`config.mk`:
```
export PLATFORM = sky130hd
export DESIGN_NAME = malu_top
export DESIGN_NICKNAME = d
export VERILOG_FILES = /design/src/design/malu_pkg.sv /design/src/design/malu_datapath.sv /design/src/design/malu_divrem_step.sv /design/src/design/malu_mul_step.sv /design/src/design/malu_top.sv
export SDC_FILE = /design/constraint.sdc
export NUM_CORES = 1
export LEC_CHECK = 0
export BUFFER_PORTS_ARGS = -buffer_cell sky130_fd_sc_hd__buf_2
export CELL_PAD_IN_SITES_DETAIL_PLACEMENT = 0
export CELL_PAD_IN_SITES_GLOBAL_PLACEMENT = 2
export CORE_MARGIN = 10
export CORE_UTILIZATION = 32
export DETAILED_ROUTE_END_ITERATION = 6
export PLACE_DENSITY = 0.88
export SETUP_SLACK_MARGIN = 0.3
export SYNTH_ARGS = -nofsm -noshare
export SYNTH_HDL_FRONTEND = slang
export SYNTH_SLANG_ARGS = --single-unit
export TNS_END_PERCENT = 5
```
`constraint.sdc`:
```
create_clock -name clock -period 4.8 [get_ports clock]
set_input_delay 0.48 -clock clock [delete_from_list [all_inputs] [get_ports clock]]
set_output_delay 0.48 -clock clock [all_outputs]
set_load 0.1 [all_outputs]
```
`src/design/malu_pkg.sv`:
```
package malu_pkg;

    // ------------------------------
    // Word and accumulator widths
    // ------------------------------

    localparam int unsigned XLEN  = 32;            // Operand and result width
    localparam int unsigned ACC_W = 64;            // Double-width accumulator

    // ------------------------------
    // Step counter
    // ------------------------------

    localparam int unsigned CNT_W = 6;             // Wide enough to reach MUL_STEPS

    // Multiply ends once the counter has seen one step per rs2 bit
    localparam int unsigned MUL_STEPS = 32;

    // Division checks this value while running to flag its final step
    localparam int unsigned DIV_LAST_STEP = 31;

    // ------------------------------
    // Operation select
    // ------------------------------

    typedef enum logic [1:0] {
        OP_NONE = 2'd0,                            // Idle, no unit selected
        OP_MUL  = 2'd1,                            // MUL / MULH / MULHU / MULHSU
        OP_DIV  = 2'd2,                            // DIV / DIVU
        OP_REM  = 2'd3                             // REM / REMU
    } malu_op_t;

endpackage

```
`src/design/malu_datapath.sv`:
```
`timescale 1ns/10ps

module malu_datapath (
    input  logic                       clock,
    input  logic                       i_rst,
    input  logic                       i_valid,
    input  logic                       i_flush,
    input  malu_pkg::malu_op_t         i_op,
    input  logic [malu_pkg::XLEN-1:0]  i_rs2,
    output logic [malu_pkg::CNT_W-1:0] o_counter,
    output logic [malu_pkg::CNT_W-1:0] o_next_counter,
    output logic [malu_pkg::ACC_W-1:0] o_accumulator,
    output logic [malu_pkg::XLEN-1:0]  o_argument,
    input  logic [malu_pkg::XLEN-1:0]  i_mul_add_lhs,
    input  logic [malu_pkg::XLEN-1:0]  i_mul_add_rhs,
    input  logic                       i_mul_add_sub,
    input  logic [malu_pkg::XLEN-1:0]  i_div_add_lhs,
    input  logic [malu_pkg::XLEN-1:0]  i_div_add_rhs,
    input  logic                       i_div_add_sub,
    output logic [malu_pkg::XLEN-1:0]  o_add_sum,
    output logic                       o_add_carry,
    input  logic [malu_pkg::ACC_W-1:0] i_mul_next_acc,
    input  logic [malu_pkg::XLEN-1:0]  i_mul_next_arg,
    input  logic                       i_mul_finished,
    input  logic [malu_pkg::ACC_W-1:0] i_div_next_acc,
    input  logic [malu_pkg::XLEN-1:0]  i_div_next_arg,
    input  logic                       i_div_finished,
    input  logic [malu_pkg::XLEN-1:0]  i_div_result,
    output logic                       o_ready,
    output logic [malu_pkg::XLEN-1:0]  o_result_hi,
    output logic [malu_pkg::XLEN-1:0]  o_result_lo
);

    import malu_pkg::*;

    logic             count_en;                        // Set once operands are loaded
    logic             op_div;                          // Divide or remainder selected
    logic [XLEN-1:0]  add_lhs;
    logic [XLEN-1:0]  add_rhs;
    logic             add_sub;
    logic [XLEN:0]    add_full;                        // Sum plus carry out
    logic [ACC_W-1:0] next_acc;
    logic [XLEN-1:0]  next_arg;
    logic             finished;

    assign op_div = (i_op == OP_DIV) || (i_op == OP_REM);

    // ------------------------------
    // Step unit select
    // ------------------------------

    always_comb begin
        case (i_op)
            OP_MUL: begin
                add_lhs  = i_mul_add_lhs;
                add_rhs  = i_mul_add_rhs;
                add_sub  = i_mul_add_sub;
                next_acc = i_mul_next_acc;
                next_arg = i_mul_next_arg;
                finished = i_mul_finished;
            end
            OP_DIV, OP_REM: begin
                add_lhs  = i_div_add_lhs;
                add_rhs  = i_div_add_rhs;
                add_sub  = i_div_add_sub;
                next_acc = i_div_next_acc;
                next_arg = i_div_next_arg;
                finished = i_div_finished;
            end
            default: begin
                add_lhs  = '0;
                add_rhs  = '0;
                add_sub  = 1'b0;
                next_acc = '0;
                next_arg = '0;
                finished = 1'b0;
            end
        endcase
    end

    // Shared add/subtract, subtract as lhs + ~rhs + 1
    assign add_full    = {1'b0, add_lhs} + {1'b0, add_rhs ^ {XLEN{add_sub}}}
                       + {{XLEN{1'b0}}, add_sub};
    assign o_add_sum   = add_full[XLEN-1:0];
    assign o_add_carry = add_full[XLEN];

    // ------------------------------
    // State registers
    // ------------------------------

    always_ff @(posedge clock) begin
        if (i_rst || i_flush || !i_valid) begin
            count_en <= 1'b0;
        end else if (!count_en) begin
            count_en <= 1'b1;                          // Load edge
        end
    end

    always_ff @(posedge clock) begin
        if (i_rst || i_flush || !i_valid) begin
            o_counter     <= '0;
            o_accumulator <= '0;
            o_argument    <= '0;
        end else if (!count_en) begin
            o_counter     <= '0;
            o_accumulator <= op_div ? next_acc : '0;   // Divider supplies shifted divisor
            o_argument    <= op_div ? next_arg : i_rs2; // Multiplier bits or |dividend|
        end else if (!finished) begin
            o_counter     <= o_next_counter;
            o_accumulator <= next_acc;
            o_argument    <= next_arg;
        end
    end

    assign o_next_counter = o_counter + CNT_W'(1);

    // ------------------------------
    // Handshake and result
    // ------------------------------

    assign o_ready     = finished;
    assign o_result_hi = op_div ? '0 : o_accumulator[ACC_W-1:XLEN];
    assign o_result_lo = op_div ? i_div_result : o_accumulator[XLEN-1:0];

endmodule

```
`src/design/malu_divrem_step.sv`:
```
`timescale 1ns/10ps

module malu_divrem_step (
    input  logic                       clock,
    input  logic                       i_rst,
    input  logic                       i_valid,
    input  logic                       i_flush,
    input  malu_pkg::malu_op_t         i_op,
    input  logic                       i_div_unsigned,
    input  logic [malu_pkg::XLEN-1:0]  i_rs1,            // Dividend
    input  logic [malu_pkg::XLEN-1:0]  i_rs2,            // Divisor
    input  logic [malu_pkg::CNT_W-1:0] i_counter,
    input  logic [malu_pkg::ACC_W-1:0] i_accumulator,    // Shifted divisor
    input  logic [malu_pkg::XLEN-1:0]  i_argument,       // Partial remainder
    input  logic [malu_pkg::XLEN-1:0]  i_add_sum,
    output logic [malu_pkg::XLEN-1:0]  o_add_lhs,
    output logic [malu_pkg::XLEN-1:0]  o_add_rhs,
    output logic                       o_add_sub,
    output logic [malu_pkg::ACC_W-1:0] o_next_acc,
    output logic [malu_pkg::XLEN-1:0]  o_next_arg,
    output logic                       o_finished,
    output logic [malu_pkg::XLEN-1:0]  o_result
);

    import malu_pkg::*;

    logic             is_divrem;
    logic             signed_op;
    logic             signed_lhs;                      // Negative signed dividend
    logic             signed_rhs;                      // Negative signed divisor
    logic             div_run;
    logic             div_done;
    logic             div_start;
    logic             last_step;
    logic             div_less;                        // Divisor fits in remainder
    logic             outsign;                         // Negate result at the end
    logic [XLEN-1:0]  quotient;
    logic [XLEN-1:0]  qmask;
    logic [XLEN-1:0]  divisor_mag;
    logic [XLEN-1:0]  dividend_mag;
    logic [ACC_W-1:0] divisor_start;
    logic [XLEN-1:0]  remainder_out;
    logic [XLEN-1:0]  quotient_out;

    // ------------------------------
    // Operation decode
    // ------------------------------

    assign is_divrem  = i_valid && ((i_op == OP_DIV) || (i_op == OP_REM));
    assign signed_op  = is_divrem && !i_div_unsigned;
    assign signed_lhs = signed_op && i_rs1[XLEN-1];
    assign signed_rhs = signed_op && i_rs2[XLEN-1];

    assign div_start  = is_divrem && !div_run && !div_done;
    assign last_step  = div_run && (i_counter == CNT_W'(DIV_LAST_STEP));

    // Magnitudes, 32'h80000000 stays correct read as unsigned
    assign divisor_mag   = signed_rhs ? -i_rs2 : i_rs2;
    assign dividend_mag  = signed_lhs ? -i_rs1 : i_rs1;
    assign divisor_start = {1'b0, divisor_mag, {(XLEN-1){1'b0}}};

    // ------------------------------
    // Restoring step
    // ------------------------------

    assign div_less  = i_accumulator <= {{(ACC_W-XLEN){1'b0}}, i_argument};
    assign qmask     = {1'b1, {(XLEN-1){1'b0}}} >> i_counter; // Quotient bit for this step

    assign o_add_lhs = i_argument;
    assign o_add_rhs = i_accumulator[XLEN-1:0];
    assign o_add_sub = 1'b1;                           // Always remainder - divisor

    always_comb begin
        if (div_start) begin
            o_next_acc = divisor_start;
        end else if (!last_step && !div_done) begin
            o_next_acc = i_accumulator >> 1;
        end else begin
            o_next_acc = i_accumulator;
        end
    end

    always_comb begin
        if (div_start) begin
            o_next_arg = dividend_mag;
        end else if (div_less) begin
            o_next_arg = i_add_sum;                    // Keep the reduced remainder
        end else begin
            o_next_arg = i_argument;
        end
    end

    // ------------------------------
    // Run / done sequence
    // ------------------------------

    always_ff @(posedge clock) begin
        if (i_rst || i_flush || !i_valid) begin
            div_run  <= 1'b0;
            div_done <= 1'b0;
        end else if (div_start) begin
            div_run  <= 1'b1;
        end else if (last_step) begin
            div_run  <= 1'b0;
            div_done <= 1'b1;
        end
    end

    always_ff @(posedge clock) begin
        if (div_start) begin
            quotient <= '0;
            // Divide by zero keeps the all-ones quotient unsigned
            outsign  <= ((i_op == OP_DIV) && signed_op && (i_rs1[XLEN-1] != i_rs2[XLEN-1])
                         && (|i_rs2))
                     || ((i_op == OP_REM) && signed_lhs);
        end else if (div_run && div_less) begin
            quotient <= quotient | qmask;
        end
    end

    assign o_finished = div_done;

    // ------------------------------
    // Sign fix-up and result
    // ------------------------------

    assign remainder_out = outsign ? -i_argument : i_argument; // Takes dividend sign
    assign quotient_out  = outsign ? -quotient : quotient;
    assign o_result      = (i_op == OP_REM) ? remainder_out : quotient_out;

endmodule

```
`src/design/malu_mul_step.sv`:
```
`timescale 1ns/10ps

module malu_mul_step (
    input  logic [malu_pkg::XLEN-1:0]  i_rs1,
    input  logic [malu_pkg::XLEN-1:0]  i_rs2,
    input  logic [malu_pkg::CNT_W-1:0] i_counter,
    input  logic [malu_pkg::CNT_W-1:0] i_next_counter,
    input  logic [malu_pkg::ACC_W-1:0] i_accumulator,
    input  logic [malu_pkg::XLEN-1:0]  i_argument,       // Remaining multiplier bits
    input  logic                       i_lhs_sign,
    input  logic                       i_rhs_sign,
    input  logic [malu_pkg::XLEN-1:0]  i_add_sum,
    input  logic                       i_add_carry,
    output logic [malu_pkg::XLEN-1:0]  o_add_lhs,
    output logic [malu_pkg::XLEN-1:0]  o_add_rhs,
    output logic                       o_add_sub,
    output logic [malu_pkg::ACC_W-1:0] o_next_acc,
    output logic [malu_pkg::XLEN-1:0]  o_next_arg,
    output logic                       o_finished
);

    import malu_pkg::*;

    logic          add_en;                             // Current multiplier bit
    logic          sub_last;                           // Negative weight of signed rs2 MSB
    logic          lhs_ext;                            // Bit 32 of the partial product
    logic          rhs_ext;                            // Bit 32 of the addend
    logic          sum_top;
    logic [XLEN:0] step_sum;

    assign add_en   = i_argument[0];

    // For signed rs2 the MSB carries weight -2^31, so the last step subtracts
    assign sub_last = i_rhs_sign && i_rs2[XLEN-1] && (i_next_counter == CNT_W'(MUL_STEPS));

    assign lhs_ext  = i_lhs_sign && i_accumulator[ACC_W-1];
    assign rhs_ext  = add_en && i_lhs_sign && i_rs1[XLEN-1];

    // ------------------------------
    // Adder operands
    // ------------------------------

    assign o_add_lhs = i_accumulator[ACC_W-1:XLEN];
    assign o_add_rhs = add_en ? i_rs1 : '0;
    assign o_add_sub = sub_last;

    // Extend the 32-bit adder to 33 bits with a one-bit full add
    assign sum_top  = lhs_ext ^ rhs_ext ^ sub_last ^ i_add_carry;
    assign step_sum = {sum_top, i_add_sum};

    // ------------------------------
    // Next state
    // ------------------------------

    assign o_next_acc = {step_sum, i_accumulator[XLEN-1:1]}; // Shift right with new top
    assign o_next_arg = {1'b0, i_argument[XLEN-1:1]};
    assign o_finished = (i_counter == CNT_W'(MUL_STEPS));

endmodule

```
`src/design/malu_top.sv`:
```
`timescale 1ns/10ps

module malu_top (
    input  logic                     clock,
    input  logic                     i_rst,
    input  logic                     i_valid,          // Operands valid, held until ready
    input  logic                     i_flush,          // Abort current operation
    input  malu_pkg::malu_op_t       i_op,
    input  logic [malu_pkg::XLEN-1:0] i_rs1,
    input  logic [malu_pkg::XLEN-1:0] i_rs2,
    input  logic                     i_lhs_sign,       // rs1 signed for multiply
    input  logic                     i_rhs_sign,       // rs2 signed for multiply
    input  logic                     i_div_unsigned,   // DIVU / REMU
    output logic                     o_ready,
    output logic [malu_pkg::XLEN-1:0] o_result_hi,
    output logic [malu_pkg::XLEN-1:0] o_result_lo
);

    import malu_pkg::*;

    // ------------------------------
    // Shared state and adder
    // ------------------------------

    logic [CNT_W-1:0] counter;
    logic [CNT_W-1:0] next_counter;
    logic [ACC_W-1:0] accumulator;
    logic [XLEN-1:0]  argument;
    logic [XLEN-1:0]  add_sum;
    logic             add_carry;                       // Carry out of bit 31

    // ------------------------------
    // Step unit returns
    // ------------------------------

    logic [XLEN-1:0]  mul_add_lhs;
    logic [XLEN-1:0]  mul_add_rhs;
    logic             mul_add_sub;
    logic [ACC_W-1:0] mul_next_acc;
    logic [XLEN-1:0]  mul_next_arg;
    logic             mul_finished;

    logic [XLEN-1:0]  div_add_lhs;
    logic [XLEN-1:0]  div_add_rhs;
    logic             div_add_sub;
    logic [ACC_W-1:0] div_next_acc;
    logic [XLEN-1:0]  div_next_arg;
    logic             div_finished;
    logic [XLEN-1:0]  div_result;

    malu_datapath u_malu_datapath (
        .clock          (clock),
        .i_rst          (i_rst),
        .i_valid        (i_valid),
        .i_flush        (i_flush),
        .i_op           (i_op),
        .i_rs2          (i_rs2),
        .o_counter      (counter),
        .o_next_counter (next_counter),
        .o_accumulator  (accumulator),
        .o_argument     (argument),
        .i_mul_add_lhs  (mul_add_lhs),
        .i_mul_add_rhs  (mul_add_rhs),
        .i_mul_add_sub  (mul_add_sub),
        .i_div_add_lhs  (div_add_lhs),
        .i_div_add_rhs  (div_add_rhs),
        .i_div_add_sub  (div_add_sub),
        .o_add_sum      (add_sum),
        .o_add_carry    (add_carry),
        .i_mul_next_acc (mul_next_acc),
        .i_mul_next_arg (mul_next_arg),
        .i_mul_finished (mul_finished),
        .i_div_next_acc (div_next_acc),
        .i_div_next_arg (div_next_arg),
        .i_div_finished (div_finished),
        .i_div_result   (div_result),
        .o_ready        (o_ready),
        .o_result_hi    (o_result_hi),
        .o_result_lo    (o_result_lo)
    );

    malu_mul_step u_malu_mul_step (
        .i_rs1          (i_rs1),
        .i_rs2          (i_rs2),
        .i_counter      (counter),
        .i_next_counter (next_counter),
        .i_accumulator  (accumulator),
        .i_argument     (argument),
        .i_lhs_sign     (i_lhs_sign),
        .i_rhs_sign     (i_rhs_sign),
        .i_add_sum      (add_sum),
        .i_add_carry    (add_carry),
        .o_add_lhs      (mul_add_lhs),
        .o_add_rhs      (mul_add_rhs),
        .o_add_sub      (mul_add_sub),
        .o_next_acc     (mul_next_acc),
        .o_next_arg     (mul_next_arg),
        .o_finished     (mul_finished)
    );

    malu_divrem_step u_malu_divrem_step (
        .clock          (clock),
        .i_rst          (i_rst),
        .i_valid        (i_valid),
        .i_flush        (i_flush),
        .i_op           (i_op),
        .i_div_unsigned (i_div_unsigned),
        .i_rs1          (i_rs1),
        .i_rs2          (i_rs2),
        .i_counter      (counter),
        .i_accumulator  (accumulator),
        .i_argument     (argument),
        .i_add_sum      (add_sum),
        .o_add_lhs      (div_add_lhs),
        .o_add_rhs      (div_add_rhs),
        .o_add_sub      (div_add_sub),
        .o_next_acc     (div_next_acc),
        .o_next_arg     (div_next_arg),
        .o_finished     (div_finished),
        .o_result       (div_result)
    );

endmodule

```
==> metrics.md, run 1 <==
| Metric | Value |
|---|---|
| Layout cells sized above 1 | 18.29% |
| Gp weighted congestion | 1.005 |
| Status | finished clean |
| CP required | 4.32 ns |
| Largest cells by area after synthesis | dfxtp_1 (20%), ha_1 (6.6%), o21ai_0 (6.0%) |
| Placed Instances | 2604 |
| HPWL Detailed | 50890 um |
| Yosys warns | 0 |
| Number of synthesized flops with an enable pin | 1 |
| Most frequent cells in the layout | nor2_1 (193), o21ai_0 (164), nand2_1 (156) |
| Cell area after synthesis | 13880 um^2 |
| Adder-cell share of the synthesized area | 6.724% |
| Compound-Gate Fraction of Synth Area | 34.22% |
| Gr ovfl total | 0 |
| Max-cap viol count | 0 |
| Primary FF master, synth | dfxtp_1 |
| FMAX | 224.0 MHz |
| CTS buffer count | 17 |
| Vias/cell | 6.145 |
| Remaining antenna violation count | 0 |
| Area growth from synthesis to final layout | 20.15% |
| Pwr dens | 232.2 nW/um^2 |
| Tot GR Track Use | 24.41% |
| FP Rows | 76 |
| Slew HR | 34.69% |
| # port buffers | 137 |
| Vias in the first global route | 15.54k |
| Core footprint | 42980 um^2 |
| Least-Margin Pin Slew | 0.9796 ns |
| TritonCTS clock tree | yes |
| Largest family of logic cells by synthesized area | compound AO/OA/AOI/OAI gates |
| Post-synthesis cell count | 1923 |
| Crit path launch type | flop |
| Pleak | 6.906 nW |
| Htree depth | 4 |
| DRT iter0 DRCs | 1650 |
| Drt first pass iters | 5 |
| Via count | 16.24k |
| DRC errors left | 0 |
| Worst hold path type | in -> reg |
| Min Tclk post-route | 4.464 ns |
| Post-CTS Hold Buffers | 0 |
| Post-synth net total | 2070 |
| FF+latch count, synth | 138 |
| IR drop worst, VDD | 182.6 uV |
| Die Ht | 228.3 um |
| First-pass GRT wire length | 98820 um |
| Hold WS | 0.3631 ns |
| CP Data Arrival Time | 3.98 ns |
| Yosys top cell area share | 19.76% |
| RSZ-0062 raised after global routing | yes |
| Final WL | 66270 um |
| Clock slew at reported path FFs | 0.07 ns |
| Clock sink count | 138 |
| Seq/Total Area, Yosys | 19.97% |
| Non-filler cells, final | 2643 |
| Initial Utilization | 32.30% |
| Skew-Pair Late Insertion Delay | 0.47 ns |
| Initial antenna violation count | 3 |
| Die width | 228.3 um |
| Fin crit share | 92.99% |
| Drt wl/cell | 25.07 um |
| Most common cell after layout, fill and taps aside | nor2_1 |
| Setup Viol. Count Final | 0 |
| Final #Nets | 2190 |
| Mux contribution to synthesized area | 3.308% |
| Ys async rst share | 0% |
| Clock buffer depth | 2 |
| Crit Path Max Fanout | 7 |
| Skew final | 0.01733 ns |
| DIE AREA | 52110 um^2 |
| Post-Synth XOR/XNOR Area | 9.023% |
| Synth Area in Simple Gates | 20.89% |
| Type of destination of the critical path | primary output |
| Largest net degree at the start of global routing | 69 |
| Synth cell types | 75 |
| WS Path Type | reg -> out |
| Area leader, netlist | dfxtp_1 |
| Flop2flop setup slack | 0.43 ns |
| Root Driver | clkbuf_16 |
| Syn Area/Cell | 7.218 um^2 |
| Max-slew violation count | 0 |
| Hold Vio Cnt, Final | 0 |
| I/O Pins | 138 |
layer usage:
layer,GRT usage [%],part of all wire (%),vias up
li1,-,-,7439
met1,30.04,41,7924
met2,40.63,47,725
met3,3.884,6.7,152
met4,12.29,4.7,2
met5,0,0.020,-
critical path, stage by stage (launching register included):
cell,delay [ns]
dfxtp_1,0.38
or4_1,0.57
or4_4,0.53
or4_4,0.48
or3_4,0.37
or3_4,0.38
o31ai_4,0.19
xor2_1,0.26
o221ai_2,0.16
buf_6,0.21
cell usage after synthesis (27+ instances only):
| master | number |
|---|---|
| nand3_1 | 27 |
| o31ai_1 | 33 |
| nor3_1 | 37 |
| mux2i_1 | 38 |
| nor2b_1 | 39 |
| ha_1 | 73 |
| xor2_1 | 53 |
| dfxtp_1 | 137 |
| nand2_1 | 159 |
| o21ai_0 | 166 |
| nor2_1 | 197 |
| a221oi_1 | 61 |
| xnor2_1 | 90 |
| o221ai_1 | 29 |
| clkbuf_1 | 127 |
| a22oi_1 | 38 |
| a21oi_1 | 138 |
| inv_1 | 70 |
| a21o_1 | 65 |
cell families after synthesis:
logic type               count (synthesis)
AO/OA/AOI/OAI                          704
XOR/XNOR                               143
adder cells (fa/ha/maj)                 74
buffers and inverters                  217
flip-flops                             138
multiplexers                            44
AND/OR/NAND/NOR                        603
report_power, final:
group	internal (mW)	switching, mW	total (mW)
clock	0.787	0.639	1.43
combinational	0.413	0.847	1.26
sequential	1.16	0.0261	1.19
sequential cells by signal (all words and copies together) (netlist names):
| register | flops |
|---|---|
| u_malu_datapath.count_en | 1 |
| u_malu_datapath.o_accumulator | 64 |
| u_malu_datapath.o_argument | 32 |
| u_malu_datapath.o_counter | 6 |
| u_malu_divrem_step.div_run | 1 |
| u_malu_divrem_step.o_finished | 1 |
| u_malu_divrem_step.outsign | 1 |
| u_malu_divrem_step.quotient | 32 |
final cells by class:
| type | instances | area [um^2] |
|---|---|---|
| inverter | 73 | 274.0 |
| multi-input combinational | 1568 | 10680 |
| fill | 4696 | 26300 |
| tap | 585 | 732.0 |
| sequential | 138 | 2776 |
| timing repair buffer | 245 | 1602 |
| antenna | 2 | 5.005 |
| clock inverter | 12 | 126.4 |
| clock buffer | 20 | 478.0 |
timing repair:
item	in CTS	in global routing
setup endpoints to repair	40	49
pin swaps	3	8
setup buffers	1	4
gates resized for setup	20	59
through the flow:
| stage | setup TNS, ns | area [um^2] | setup slack (ns) | utilization [%] | total power, mW |
|---|---|---|---|---|---|
| global route | 0 | 16680 | 0.1935 | 38.80 | 3.997 |
| floorplan | -0.09050 | 13920 | -0.04787 | - | 1.943 |
| global placement | 0 | 15670 | 0.1521 | 36.46 | 2.411 |
| finish | 0 | 16680 | 0.3365 | 38.80 | 3.873 |
| detailed placement | 0 | 15670 | 0.06338 | 36.46 | 2.417 |
| CTS | 0 | 16370 | 0.2464 | 38.08 | 3.845 |
worst paths after layout:
check,from,endpoint,depth (start not counted)
max,u_malu_divrem_step.quotient[2],o_result_lo[29],9
min,i_div_unsigned,u_malu_divrem_step.outsign,2
max reg2reg,u_malu_datapath.o_counter[0],u_malu_datapath.o_accumulator[63],19
min reg2reg,u_malu_divrem_step.quotient[0],u_malu_divrem_step.quotient[0],2
Power figures use the tool's default switching activity.
==> run 2: changes to the inputs <==
--- a/config.mk
+++ b/config.mk
@@ -11,7 +11,7 @@
 export CORE_MARGIN = 10
 export CORE_UTILIZATION = 32
 export DETAILED_ROUTE_END_ITERATION = 6
-export PLACE_DENSITY = 0.88
+export PLACE_DENSITY = 0.83
 export SETUP_SLACK_MARGIN = 0.3
 export SYNTH_ARGS = -nofsm -noshare
 export SYNTH_HDL_FRONTEND = slang
==> run 2 against run 1 <==
  * Total power decreased by 1.3%
  * Cell count increased by 0.11%
  * Core utilization increased by 0.18 points
  * Non-clock buffer count increased by 2
  * Via count decreased by 0.55%
  * Clock skew decreased by 0.0059 ns
  * Sequential power about the same
  * Cell area increased by 0.47%
  * Register-to-register slack about the same
==> metrics.md, run 2 (same netlist as run 1, synthesis figures left out) <==
| Metric | Value |
|---|---|
| Slew HR | 40.24% |
| Vias/cell | 6.105 |
| Skew-Pair Late Insertion Delay | 0.45 ns |
| Switch Pwr | 1.465 mW |
| Total power | 3.822 mW |
| Layout cells sized above 1 | 18.56% |
| Clock buffer depth | 2 |
| DRT iter0 DRCs | 1515 |
| Hold WS | 0.3520 ns |
| Clock sink count | 138 |
| Drt wl/cell | 25.45 um |
| Max FFs per register | 64 |
| RSZ-0062 raised after global routing | yes |
| Final Cell Area | 16760 um^2 |
| CP max-delay cell | or4_1 |
| Min Tclk post-route | 4.425 ns |
| Remaining antenna violation count | 0 |
| I/O Pins | 138 |
| Post-CTS Hold Buffers | 0 |
| Hold Vio Cnt, Final | 0 |
| Gr ovfl total | 0 |
| Tot GR Track Use | 24.91% |
| IR drop worst, VDD | 225.3 uV |
| Worst hold path type | in -> reg |
| Pwr dens | 228.1 nW/um^2 |
| Area growth from synthesis to final layout | 20.71% |
| Die width | 228.3 um |
| Core Util, Final | 38.98% |
| Skew final | 0.01143 ns |
| Setup_tns | 0 ns |
| Die Ht | 228.3 um |
| DRC errors left | 0 |
| Clock slew at reported path FFs | 0.06 ns |
| Type of destination of the critical path | primary output |
| Max-slew violation count | 0 |
| Fin crit share | 92.19% |
| Seq pwr share | 31.0% |
| Pleak | 6.922 nW |
| WS Path Type | reg -> out |
| Top reg by flops | u_malu_datapath.o_accumulator |
| Final WL | 67330 um |
| Status | finished clean |
| Internal power | 2.356 mW |
| Via count | 16.15k |
| Crit Path Max Fanout | 6 |
| # port buffers | 137 |
| Most common cell after layout, fill and taps aside | nor2_1 |
| FP Rows | 76 |
| Drt first pass iters | 6 |
| Htree depth | 4 |
| Initial Utilization | 32.30% |
| First-pass GRT wire length | 100300 um |
| Switching share of total power | 38.34% |
| Final #Nets | 2192 |
| Core footprint | 42980 um^2 |
| FMAX | 226.0 MHz |
| Largest stage delay on the critical path | 0.54 ns |
| CP Data Arrival Time | 3.95 ns |
| Max-cap viol count | 0 |
| HPWL Detailed | 51490 um |
| Placed cell area | 15660 um^2 |
| CP Cell Sequence | or4_1, or4_4, or4_4, or3_4, or3_4, o31ai_4, xor2_1, o221ai_2, buf_6 |
| Crit path launch type | flop |
| Setup Viol. Count Final | 0 |
| TritonCTS clock tree | yes |
| Largest regs | u_malu_datapath.o_accumulator (64), u_malu_datapath.o_argument (32), u_malu_divrem_step.quotient (32) |
| CP required | 4.32 ns |
| Gp weighted congestion | 0.9579 |
| Initial antenna violation count | 5 |
| CTS buffer count | 17 |
| Largest net degree at the start of global routing | 94 |
| Least-Margin Pin Slew | 0.8942 ns |
| Root Driver | clkbuf_16 |
| Clock network power share | 35.6% |
| DIE AREA | 52110 um^2 |
| Most frequent cells in the layout | nor2_1 (193), o21ai_0 (163), nand2_1 (156) |
| Vias in the first global route | 15.52k |
| Combinational share of power | 33.3% |
run 2: layout make-up:
class | count | area [um^2]
diodes | 3 | 7.507
clock buffers | 20 | 446.7
clock inverters | 12 | 123.9
fillers | 4669 | 26230
inverters | 73 | 274.0
multi-input cells | 1568 | 10740
flip-flops and latches | 138 | 2783
well taps | 585 | 732.0
repair buffers | 247 | 1654
run 2: final timing paths:
check | startpoint | cells past startpoint | endpoint | slack [ns]
max reg2reg | u_malu_datapath.o_counter[1] | 19 | u_malu_datapath.o_argument[14] | 0.43
max | u_malu_divrem_step.quotient[3] | 9 | o_result_lo[29] | 0.37
min reg2reg | u_malu_divrem_step.quotient[0] | 2 | u_malu_divrem_step.quotient[0] | 0.51
min | i_div_unsigned | 2 | u_malu_divrem_step.outsign | 0.35
run 2: routing by layer:
layer	share of wire (%)	up-vias	global-route usage, %
met5	0	-	0
met4	4.4	0	11.12
met3	6.2	138	4.455
met2	47	667	41.31
met1	42	7922	30.97
li1	-	7426	-
run 2: critical path: cells and delay by family (launching register included):
family	cells	cell delay, ns
flip-flops	1	0.37
buffers and inverters	1	0.21
AO/OA/AOI/OAI	2	0.35
XOR/XNOR	1	0.27
AND/OR/NAND/NOR	5	2.31
run 2: repair_timing:
item,4_1_cts,5_1_grt
setup buffers,3,8
resized for setup,27,70
endpoints found under the setup margin,40,43
pin swaps,6,21
run 2: power by group through the flow:
stage,clock network [mW],registers (mW),logic (mW)
floorplan,0,1.20,0.744
global placement,0,1.21,1.22
detailed placement,0,1.21,1.22
CTS,1.38,1.19,1.23
global route,1.42,1.19,1.35
finish,1.36,1.19,1.27
run 2: metrics by stage:
stage	instances	setup slack [ns]
3_5_place_dp	2600	-0.1086
5_1_grt	2644	0.2516
6_report	2646	0.3750
3_3_place_gp	2600	-0.01580
2_1_floorplan	1923	-0.04787
4_1_cts	2635	0.2390
